### src/coreDefs.sv
package coreDefs;

    ////////////////////////////////////////
    // Basic words and indices
    ////////////////////////////////////////
    typedef logic [31:0] dataT;
    typedef logic [3:0]  regIdxT;

    // Enough for up to 16 ROB entries
    localparam int RobTagBits = 4;
    typedef logic [RobTagBits-1:0] robTagT;

    typedef enum logic [2:0] {
        OpAdd,
        OpSub,
        OpAnd,
        OpOrr,
        OpEor,
        OpMov,
        OpMul
    } opcodeT;

    typedef enum logic [1:0] {
        ShLsl,
        ShLsr,
        ShAsr,
        ShRor
    } shiftT;

    ////////////////////////////////////////
    // Micro-op and result buses
    ////////////////////////////////////////
    typedef struct packed {
        opcodeT      opcode;
        regIdxT      dest;
        regIdxT      srcA;
        regIdxT      srcB;
        logic        useImm;
        logic [11:0] imm;
        shiftT       shiftType;
        logic [4:0]  shamt;
    } microOpT;

    // Execution unit to reorder buffer
    typedef struct packed {
        logic   valid;
        robTagT tag;
        dataT   value;
    } completionT;

    typedef struct packed {
        logic   valid;
        regIdxT dest;
        dataT   value;
    } commitT;

endpackage

### src/issueGate.sv
module issueGate (
    input  logic              CLK,
    input  logic              arstN,
    input  logic              opValid,
    input  coreDefs::microOpT op,
    input  logic              robFull,
    input  logic              mulBusy,
    input  coreDefs::commitT  commit,
    output logic              issueStall,
    output logic              issue
);

    // One bit per architectural register with a result in flight
    logic [15:0] pending;
    logic [15:0] setMask;
    logic [15:0] clrMask;
    logic        hazardA;
    logic        hazardB;
    logic        hazardDest;
    logic        mulConflict;

    assign hazardA    = pending[op.srcA];
    assign hazardB    = pending[op.srcB] && !op.useImm;
    assign hazardDest = pending[op.dest];

    // Only one multiply can be in the sequencer at a time
    assign mulConflict = (op.opcode == coreDefs::OpMul) && mulBusy;

    assign issueStall = robFull || mulConflict || hazardA || hazardB || hazardDest;
    assign issue      = opValid && !issueStall;

    always_comb begin
        setMask = '0;
        clrMask = '0;
        if (issue) begin
            setMask[op.dest] = 1'b1;
        end
        if (commit.valid) begin
            clrMask[commit.dest] = 1'b1;
        end
    end

    // Set after clear, so a new mark survives a commit to the same register
    always_ff @(posedge CLK or negedge arstN) begin
        if (!arstN) begin
            pending <= '0;
        end else begin
            pending <= (pending & ~clrMask) | setMask;
        end
    end

endmodule

### src/robPointers.sv
module robPointers #(
    parameter int RobDepth = 4
) (
    input  logic             CLK,
    input  logic             arstN,
    input  logic             alloc,
    input  logic             retire,
    output coreDefs::robTagT head,
    output coreDefs::robTagT tail,
    output logic             full,
    output logic             empty
);

    localparam int CountBits = $clog2(RobDepth + 1);
    localparam coreDefs::robTagT LastTag = coreDefs::robTagT'(RobDepth - 1);

    logic [CountBits-1:0] count;

    assign full  = (count == CountBits'(RobDepth));
    assign empty = (count == '0);

    always_ff @(posedge CLK or negedge arstN) begin
        if (!arstN) begin
            head  <= '0;
            tail  <= '0;
            count <= '0;
        end else begin
            if (alloc) begin
                tail <= (tail == LastTag) ? '0 : tail + 1'b1;
            end
            if (retire) begin
                head <= (head == LastTag) ? '0 : head + 1'b1;
            end
            // Alloc and retire together leave the count alone
            case ({alloc, retire})
                2'b10:   count <= count + 1'b1;
                2'b01:   count <= count - 1'b1;
                default: count <= count;
            endcase
        end
    end

endmodule

### src/reorderBuffer.sv
module reorderBuffer #(
    parameter int RobDepth = 4
) (
    input  logic                 CLK,
    input  logic                 arstN,
    input  logic                 issue,
    input  coreDefs::regIdxT     issueDest,
    input  coreDefs::completionT aluDone,
    input  coreDefs::completionT mulDone,
    output coreDefs::robTagT     tail,
    output logic                 full,
    output coreDefs::commitT     commit
);

    localparam int IdxBits = $clog2(RobDepth);

    coreDefs::regIdxT    destQ  [RobDepth];
    coreDefs::dataT      valueQ [RobDepth];
    logic [RobDepth-1:0] doneQ;
    coreDefs::robTagT    head;
    logic                empty;
    logic                retire;

    robPointers #(
        .RobDepth (RobDepth)
    ) robPointers_i (
        .CLK    (CLK),
        .arstN  (arstN),
        .alloc  (issue),
        .retire (retire),
        .head   (head),
        .tail   (tail),
        .full   (full),
        .empty  (empty)
    );

    // In-order retire of the oldest entry
    assign retire = doneQ[head[IdxBits-1:0]] && !empty;

    always_ff @(posedge CLK or negedge arstN) begin
        if (!arstN) begin
            doneQ <= '0;
        end else begin
            if (issue) begin
                doneQ[tail[IdxBits-1:0]] <= 1'b0;
            end
            if (aluDone.valid) begin
                doneQ[aluDone.tag[IdxBits-1:0]] <= 1'b1;
            end
            if (mulDone.valid) begin
                doneQ[mulDone.tag[IdxBits-1:0]] <= 1'b1;
            end
        end
    end

    ////////////////////////////////////////
    // Entry payload, written by tag
    ////////////////////////////////////////
    always_ff @(posedge CLK) begin
        if (issue) begin
            destQ[tail[IdxBits-1:0]] <= issueDest;
        end
        if (aluDone.valid) begin
            valueQ[aluDone.tag[IdxBits-1:0]] <= aluDone.value;
        end
        if (mulDone.valid) begin
            valueQ[mulDone.tag[IdxBits-1:0]] <= mulDone.value;
        end
    end

    always_ff @(posedge CLK or negedge arstN) begin
        if (!arstN) begin
            commit <= '0;
        end else begin
            commit.valid <= retire;
            commit.dest  <= destQ[head[IdxBits-1:0]];
            commit.value <= valueQ[head[IdxBits-1:0]];
        end
    end

endmodule

### src/aluPipe.sv
module aluPipe (
    input  logic                 CLK,
    input  logic                 arstN,
    input  logic                 start,
    input  coreDefs::microOpT    op,
    input  coreDefs::dataT       srcA,
    input  coreDefs::dataT       srcB,
    input  coreDefs::robTagT     tag,
    output coreDefs::completionT result
);

    coreDefs::dataT shifted;
    coreDefs::dataT operandB;
    coreDefs::dataT aluOut;
    logic [63:0]    rotated;

    ////////////////////////////////////////
    // Barrel shifter on operand B
    ////////////////////////////////////////
    assign rotated = {srcB, srcB} >> op.shamt;

    always_comb begin
        case (op.shiftType)
            coreDefs::ShLsl: shifted = srcB << op.shamt;
            coreDefs::ShLsr: shifted = srcB >> op.shamt;
            coreDefs::ShAsr: shifted = $signed(srcB) >>> op.shamt;
            default:         shifted = rotated[31:0];
        endcase
    end

    // Immediate bypasses the shifter, zero-extended
    assign operandB = op.useImm ? {20'b0, op.imm} : shifted;

    always_comb begin
        case (op.opcode)
            coreDefs::OpAdd: aluOut = srcA + operandB;
            coreDefs::OpSub: aluOut = srcA - operandB;
            coreDefs::OpAnd: aluOut = srcA & operandB;
            coreDefs::OpOrr: aluOut = srcA | operandB;
            coreDefs::OpEor: aluOut = srcA ^ operandB;
            default:         aluOut = operandB;
        endcase
    end

    // Result stage, one op per cycle
    always_ff @(posedge CLK or negedge arstN) begin
        if (!arstN) begin
            result <= '0;
        end else begin
            result.valid <= start;
            result.tag   <= tag;
            result.value <= aluOut;
        end
    end

endmodule

### src/mulSequencer.sv
module mulSequencer (
    input  logic                 CLK,
    input  logic                 arstN,
    input  logic                 start,
    input  coreDefs::dataT       srcA,
    input  coreDefs::dataT       srcB,
    input  coreDefs::robTagT     tag,
    output logic                 busy,
    output coreDefs::completionT result
);

    typedef enum logic [1:0] {Idle, Run, Done} stateT;

    stateT            state;
    logic [4:0]       step;
    coreDefs::dataT   mcand;
    coreDefs::dataT   mplier;
    coreDefs::dataT   acc;
    coreDefs::robTagT tagQ;

    assign busy   = (state != Idle);
    assign result = '{valid: (state == Done), tag: tagQ, value: acc};

    ////////////////////////////////////////
    // Sequencer FSM
    ////////////////////////////////////////
    always_ff @(posedge CLK or negedge arstN) begin
        if (!arstN) begin
            state <= Idle;
            step  <= '0;
        end else begin
            case (state)
                Idle: if (start) begin
                    state <= Run;
                    step  <= '0;
                end
                Run: begin
                    step <= step + 1'b1;
                    if (step == 5'd31) state <= Done;
                end
                default: state <= Idle;
            endcase
        end
    end

    // Shift-add, one multiplier bit per step
    always_ff @(posedge CLK) begin
        if (state == Idle && start) begin
            mcand  <= srcA;
            mplier <= srcB;
            acc    <= '0;
            tagQ   <= tag;
        end else if (state == Run) begin
            if (mplier[0]) acc <= acc + mcand;
            mcand  <= mcand << 1;
            mplier <= mplier >> 1;
        end
    end

endmodule

### src/regFile.sv
module regFile (
    input  logic             CLK,
    input  logic             arstN,
    input  coreDefs::regIdxT raddrA,
    input  coreDefs::regIdxT raddrB,
    output coreDefs::dataT   rdataA,
    output coreDefs::dataT   rdataB,
    input  coreDefs::commitT commit
);

    coreDefs::dataT regs [16];

    // Asynchronous read ports
    assign rdataA = regs[raddrA];
    assign rdataB = regs[raddrB];

    always_ff @(posedge CLK or negedge arstN) begin
        if (!arstN) begin
            for (int i = 0; i < 16; i++) begin
                regs[i] <= '0;
            end
        end else if (commit.valid) begin
            regs[commit.dest] <= commit.value;
        end
    end

endmodule

### src/outOfOrderCore.sv
module outOfOrderCore #(
    parameter int RobDepth = 4
) (
    input  logic              CLK,
    input  logic              arstN,
    input  logic              opValid,
    input  coreDefs::microOpT op,
    output logic              issueStall,
    output coreDefs::commitT  commit
);

    logic                 issue;
    logic                 robFull;
    logic                 mulBusy;
    logic                 aluStart;
    logic                 mulStart;
    coreDefs::robTagT     robTail;
    coreDefs::dataT       rdataA;
    coreDefs::dataT       rdataB;
    coreDefs::dataT       mulB;
    coreDefs::completionT aluResult;
    coreDefs::completionT mulResult;

    ////////////////////////////////////////
    // Unit steering and multiply operand
    ////////////////////////////////////////
    assign mulStart = issue && (op.opcode == coreDefs::OpMul);
    assign aluStart = issue && (op.opcode != coreDefs::OpMul);
    // No shift on the multiplier path
    assign mulB     = op.useImm ? {20'b0, op.imm} : rdataB;

    issueGate issueGate_i (
        .CLK (CLK), .arstN (arstN), .opValid (opValid), .op (op),
        .robFull (robFull), .mulBusy (mulBusy), .commit (commit),
        .issueStall (issueStall), .issue (issue)
    );

    reorderBuffer #(.RobDepth (RobDepth)) reorderBuffer_i (
        .CLK (CLK), .arstN (arstN), .issue (issue), .issueDest (op.dest),
        .aluDone (aluResult), .mulDone (mulResult), .tail (robTail),
        .full (robFull), .commit (commit)
    );

    aluPipe aluPipe_i (
        .CLK (CLK), .arstN (arstN), .start (aluStart), .op (op),
        .srcA (rdataA), .srcB (rdataB), .tag (robTail), .result (aluResult)
    );

    mulSequencer mulSequencer_i (
        .CLK (CLK), .arstN (arstN), .start (mulStart), .srcA (rdataA),
        .srcB (mulB), .tag (robTail), .busy (mulBusy), .result (mulResult)
    );

    regFile regFile_i (
        .CLK (CLK), .arstN (arstN), .raddrA (op.srcA), .raddrB (op.srcB),
        .rdataA (rdataA), .rdataB (rdataB), .commit (commit)
    );

endmodule

### config.mk
export PLATFORM = sky130hd
export DESIGN_NAME = outOfOrderCore
export DESIGN_NICKNAME = d
export VERILOG_FILES = /design/src/coreDefs.sv /design/src/issueGate.sv /design/src/robPointers.sv /design/src/reorderBuffer.sv /design/src/aluPipe.sv /design/src/mulSequencer.sv /design/src/regFile.sv /design/src/outOfOrderCore.sv
export SDC_FILE = /design/constraint.sdc
export NUM_CORES = 2
export LEC_CHECK = 0
export BUFFER_PORTS_ARGS = -buffer_cell sky130_fd_sc_hd__buf_2
export CAP_MARGIN = 10
export CORE_UTILIZATION = 32
export CTS_CLUSTER_SIZE = 24
export DETAILED_ROUTE_END_ITERATION = 8
export PLACE_DENSITY = 0.5
export SLEW_MARGIN = 30
export SYNTH_ARGS = -nofsm -noshare
export SYNTH_HDL_FRONTEND = slang
export SYNTH_SLANG_ARGS = --single-unit
### constraint.sdc
create_clock -name CLK -period 6 [get_ports CLK]
set_clock_uncertainty 0.15 [all_clocks]
set_input_delay 0.6 -clock CLK [delete_from_list [all_inputs] [get_ports CLK]]
set_output_delay 0.6 -clock CLK [all_outputs]
set_load 0.02 [all_outputs]
# [Word level (Yosys, flattened, before mapping)]
# Memory sizes are Yosys's and may differ from the RTL's. A register that Yosys moved wholly into a read port is not among the register bits.
# Cells that the tools add are included.
[totals] ff_bits=684 latchBits=0 ram_bits=144 mem_bits_ro=0 input_bits=38 out_inout_bits=38 wordCells=180 n_memories=2
[memory_table] memory="reorderBuffer_i.valueQ" words=4 word_bits=32 read_ports=1 rd_clocked_by_memory_dff=1 write_ports=2 line_no="reorderBuffer.sv:18" text="coreDefs::dataT valueQ [RobDepth];"
[memory_table] memory="reorderBuffer_i.destQ" words=4 word_bits=4 read_ports=1 rd_clocked_by_memory_dff=1 write_ports=1 line_no="reorderBuffer.sv:17" text="coreDefs::regIdxT destQ [RobDepth];"
[classes] n_addsub=8 n_mul=0 div_mod_pow=0 n_lt_le_gt_ge=17 n_eq_ne=18 shift=4 muxes=54 bitwise=13 n_reduce_logical=33
[op_table] cell="$bwmux 512" count=1
[op_table] cell="$mux 32" count=11
[op_table] cell="$bmux 32 s4" count=2
[op_table] cell="$pmux 32 s5" count=1
[op_table] cell="$demux 32 s4" count=1
[op_table] cell="$pmux 32 s3" count=1
[op_table] cell="$add 32x32->32" count=2
[op_table] cell="$shr 64x5->32" count=1
[op_table] cell="$and 32x32->32" count=1
[op_table] cell="$mux 16" count=2
[op_table] cell="$or 32x32->32" count=1
[op_table] cell="$shl 32x5->32" count=1
[op_table] cell="$shr 32x5->32" count=1
[op_table] cell="$sshr 32x5->32" count=1
[op_table] cell="$sub 32x32->32" count=1
[op_table] cell="$xor 32x32->32" count=1
[op_table] cell="$lt 4x5->1 const B" count=4
[op_table] cell="$mux 4" count=5
[op_table] cell="$and 16x16->16" count=1
[op_table] cell="$not 16->16" count=1
[op_table] cell="$or 16x16->16" count=1
[op_table] cell="$ge 5x5->1 const B" count=3
[op_table] cell="$mux 1" count=15
[op_table] cell="$not 4->5" count=3
[op_table] cell="36 further kinds" count=85

# [Depth between registers and ports, before layout]
[depth] ltp_word=13 ltp_mapped=36 depth_no_buf=30

# [Hierarchy]
# Synthesis repeated with hierarchy kept, for this count alone.
[hier_totals] cells_unflattened=4407 area_unflattened_um2=54637.4
[modules_own_cells] mod="regFile" instances=1 cells_each=1675 area_each_um2=26452.9 seq_area_each_um2=12812.3
[modules_own_cells] mod="aluPipe" instances=1 cells_each=1483 area_each_um2=12391.9 seq_area_each_um2=925.9
[modules_own_cells] mod="reorderBuffer" instances=1 cells_each=396 area_each_um2=7901.3 seq_area_each_um2=5350.1
[modules_own_cells] mod="mulSequencer" instances=1 cells_each=659 area_each_um2=5861.9 seq_area_each_um2=2857.7
[modules_own_cells] mod="issueGate" instances=1 cells_each=108 area_each_um2=1194.9 seq_area_each_um2=400.4
[modules_own_cells] mod="robPointers" instances=1 cells_each=48 area_each_um2=534.3 seq_area_each_um2=275.3
[modules_own_cells] mod="outOfOrderCore" instances=1 cells_each=38 area_each_um2=300.3 seq_area_each_um2=0.0

# [Worst setup path before layout]
# No wires, ideal clock.
[synth_path] kind="input port to flip-flop" startpoint="input op[22] (netlist bit)" endpoint="register aluPipe_i.result[31] (netlist bit)" setup_time_ns=0.126 arrival_time_ns=6.921 t_required_ns=5.724 path_slack_ns=-1.198 path_stages=31 path_buffers=5 path_cell_list="buf_6 > buf_6 > buf_6 > buf_4 > buf_2 > mux2i_1 > a22oi_1 > nand2_1 > o21ai_1 > nor2_1 > o21ai_0 > nor3_1 > o311ai_0 > inv_1 > ha_1 > mux2i_1 > ha_1 > nor2b_1 > o21ai_0 > a21oi_1 > o32a_1 > a21o_1 > a41oi_1 > o31ai_1 > o41a_1 > a41oi_1 > a21oi_1 > a41o_1 > nor3_1 > o21a_1 > nor3_2"
[synth_via] elab_chain_len=9 word_cells_on_any_way=16 classes_between="add/sub: 2; shift: 4; mux: 6; bitwise: 4"
[synth_rtl] item="from (decl)" line_no="outOfOrderCore.sv:7" text="input coreDefs::microOpT op,"
[synth_rtl] item="$not 4->5 (not written as such) *" line_no="regFile.sv:15" text="assign rdataB = regs[raddrB];"
[synth_rtl] item="$bmux 32 s4 *" line_no="regFile.sv:15"
[synth_rtl] item="$mux 32 (not written as such) * (2 in a row)" line_no="regFile.sv:15"
[synth_rtl] item="$shr 64x5->32, or another cell as far along" line_no="aluPipe.sv:20" text="assign rotated = {srcB, srcB} >> op.shamt;"
[synth_rtl] item="$pmux 32 s3 *" line_no="aluPipe.sv:23" text="case (op.shiftType)"
[synth_rtl] item="$mux 32 *" line_no="aluPipe.sv:32" text="assign operandB = op.useImm ? {20'b0, op.imm} : shifted;"
[synth_rtl] item="$sub 32x32->32, or another cell as far along" line_no="aluPipe.sv:37" text="coreDefs::OpSub: aluOut = srcA - operandB;"
[synth_rtl] item="$pmux 32 s5 *" line_no="aluPipe.sv:35" text="case (op.opcode)"
[synth_rtl] item="via aluPipe_i.aluOut[31]" line_no="aluPipe.sv:14" text="coreDefs::dataT aluOut;"
[synth_rtl] item="to (decl)" line_no="aluPipe.sv:9" text="output coreDefs::completionT result"
# Mark *: on every way through the listed nets, which the timed path passes. The rest lies on a longest branch. The select of a mux whose other input is x is not followed.
# A chain may end at the register's enable or synchronous reset.

# [Worst setup path after layout]
[layout_path] startpoint="input op[20] (netlist bit)" endpoint="register aluPipe_i.result[30] (netlist bit)"
# The elaborated chain is that of the path after synthesis.

==> flow_summary.json <==
{
  "yosysUniqueCellTypes": 102,
  "detailedPlace.worstSlack_ns": -1.833,
  "dpl_cell_area_mm2": 0.06732,
  "layout-drive-gt1-share": 0.4672,
  "grt_pass1_vias": 46848,
  "multiInputGateArea_mm2": 0.03104,
  "dieWidth_um": 414.0,
  "io-pin-count": 76,
  "stdcell_count": 8244,
  "synth_warnings": 0,
  "finalSetupViolCount": 16,
  "avgViaCountPerCell": 5.732,
  "drv_cap": 0,
  "synth_edf_count": 210,
  "worst_slack_ns": -0.7892,
  "grt_usage": 0.2749,
  "hold_path.class": "primary input to flip-flop",
  "routed-wl-met2_um": 108000,
  "path_common_cell": "buf_4",
  "syn_to_final_growth_pct": 32.83,
  "cts_tree": "built",
  "grt_max_degree": 161,
  "wl_per_cell_um": 29.31,
  "synthTopCellsByArea": "dfrtp_1, mux2_2, edfxtp_1",
  "critPathTopFamily": "compound AO/OA/AOI/OAI gates",
  "filler_cell_count": 16084,
  "power_leakage_nw": 31.56,
  "relSlewSlack": 0.2649,
  "crit_required_ns": 6.54,
  "finalCriticalPeriod_ns": 6.789,
  "syn_inst": 4722,
  "drt_iter0_markers": 4521,
  "cts_buffer_depth": 3,
  "wl_um": 241600,
  "via_count": 47257,
  "endpoint_kind": "flip-flop",
  "htree_levels": 3,
  "period_share": 1.132,
  "wl_met1_um": 106800,
  "die_height_um": 414.0,
  "setup_tns_ns": -6.360,
  "status": "finished, violations left",
  "gr-total-overflow": 0,
  "worst_pin_slew_ns": 1.096,
  "port_buffers": 75,
  "synth_top_area_cell": "dfrtp_1",
  "grt_pass1_wl_um": 344700,
  "path_clk_slew_ns": 0.06,
  "first_pass_iters": 6,
  "fin_hold_ws_ns": 0.08725,
  "numCtsBuffers": 99,
  "dp.cells": 8007,
  "core_area_mm2": 0.1678,
  "start_util": 0.3238,
  "row_count": 150,
  "design_area_mm2": 0.07217,
  "routed.top_layer": "met5",
  "synth-seq-cells": 864,
  "worst-path-buf-inv": 9,
  "power_mw": 34.10,
  "cpPeakStageDelay_ns": 0.52,
  "startpoint_type": "primary input",
  "async_flop_share": 0.7199,
  "synth_area_mm2": 0.05433,
  "crit_arrival_ns": 7.32,
  "vdd_drop_max_uv": 246.2,
  "synth.top_cell.area_share": 0.2865,
  "cp_max_fo": 19,
  "final_core_util": 0.4301,
  "syn_area_per_cell_um2": 11.51,
  "register_area_mm2": 0.02252,
  "drc_errors": 0,
  "gp_congestion": 1.075,
  "rsz0062_at_grt": "true",
  "layout.nets": 6132,
  "finalHoldViolations": 0,
  "critPathKind": "primary input to flip-flop",
  "drv_slew": 0,
  "crit_slowest_cell": "a22oi_1",
  "dp_hpwl_um": 177500,
  "p_per_area_mw_per_mm2": 472.6,
  "wl_met3_um": 15000,
  "violations": "setup timing",
  "ant_nets": 0,
  "synthFlopType": "dfrtp_1",
  "clock-root-buffer": "clkbuf_16",
  "synth_seq_area_share": 0.4144,
  "syn_nets": 4899,
  "fmax_mhz": 147.3,
  "clock_sinks": 864,
  "antenna_found_initial": 9,
  "insertion_delay_ns": 0.76,
  "dieArea_mm2": 0.1714
}
-- timing repair --
action                                  CTS  global route
gates cloned                              1             1
pin swaps                                74            71
resized for setup                       125            73
hold buffers                              1             0
endpoints found under the hold margin    42             0
buffers inserted                         34            25
endpoints found under the setup margin   21            22
-- power by group --
part           switching [mW]  leakage, nW  total (mW)  internal, mW
combinational            8.17         19.9        16.9          8.71
clock                    2.75         1.68        6.44          3.69
sequential               2.34         10.0        10.8          8.44
-- placed cells by master (no fill, tap or decap), types with 24 or more instances in the layout --
cell,instances
a22oi_2,35
a31oi_1,41
mux4_2,248
clkbuf_16,104
mux2i_1,270
ha_1,131
buf_2,66
buf_4,1353
a22oi_1,108
a211oi_1,28
buf_12,55
a21o_1,27
o22ai_1,98
nand2_1,299
inv_1,104
a21oi_1,172
nand2b_1,24
o21ai_0,158
o21a_1,45
nand4_1,46
xnor2_1,58
dfxtp_1,32
edfxtp_1,210
nor3_1,41
o31ai_1,31
dfrtp_1,619
mux2_2,668
nand3_1,125
nor2_1,202
-- layout make-up --
| cell class | instances | share of cell area |
|---|---|---|
| clock inverter | 49 | 0.008599 |
| multi-input combinational | 3377 | 0.4301 |
| clock buffer | 135 | 0.03918 |
| antenna | 2 | 0.00006935 |
| sequential | 864 | 0.3120 |
| timing repair buffer | 1501 | 0.1660 |
| tap | 2204 | 0.03821 |
| inverter | 112 | 0.005825 |
-- synthesized netlist by cell type, types with 23 or more instances --
cell type  count
a211oi_1      32
a21o_1        27
a21oi_1      191
a22oi_1      143
a31oi_1       43
buf_1         33
buf_2         34
clkbuf_1     274
dfrtp_1      622
dfxtp_1       32
edfxtp_1     210
ha_1         136
inv_1        106
mux2_2       672
mux2i_1      276
mux4_2       248
nand2_1      308
nand2b_1      28
nand3_1      129
nand4_1       46
nor2_1       221
nor3_1        46
o211ai_1      23
o21a_1        45
o21ai_0      169
o22ai_1      101
o31ai_1       35
xnor2_1       60
-- final timing paths --
path / start / end / slack, ns / cells after the start
min reg2reg: reorderBuffer_i.doneQ[2] / reorderBuffer_i.doneQ[2] / 0.32 / 1
max reg2reg: regFile_i.regs[418] / aluPipe_i.result[27] / -0.70 / 32
max in group asynchronous: arstN / regFile_i.regs[199] / 4.05 / 4
min in group asynchronous: arstN / reorderBuffer_i.commit[26] / 0.28 / 2
max: op[20] / aluPipe_i.result[30] / -0.79 / 33
min: op[29] / reorderBuffer_i.destQ[2][1] / 0.09 / 1
-- per-layer routing --
layer,GRT usage,vias to the layer above
li1,-,20678
met3,0.04217,438
met4,0.1156,4
met5,0,-
met2,0.4241,1777
met1,0.3827,24360
-- cell families (layout without fill, tap and decap cells) --
logic type,Yosys count,count (layout),synth area share
xor gates and xnor gates,77,77,0.01241
adders and majority gates,139,139,0.03243
other,0,2,0
muxes,1199,1199,0.2937
DFF,864,864,0.4144
buffers and inverters,481,1797,0.03678
AOI/OAI and AO/OA,1017,1017,0.1265
and+or+nand+nor,945,945,0.08385
-- flip-flops by register name (all words and copies together), names as in the netlist --
name,flops
mulSequencer_i.tagQ,2
reorderBuffer_i.robPointers_i.count,3
reorderBuffer_i.doneQ,4
reorderBuffer_i.robPointers_i.tail,4
mulSequencer_i.state,2
reorderBuffer_i.commit,37
reorderBuffer_i.robPointers_i.head,4
mulSequencer_i.acc,32
mulSequencer_i.step,5
issueGate_i.pending,16
mulSequencer_i.mplier,32
mulSequencer_i.mcand,32
regFile_i.regs,512
reorderBuffer_i.destQ,16
aluPipe_i.result,35
reorderBuffer_i.valueQ,128
No activity file was read; power rests on OpenSTA's default activity.
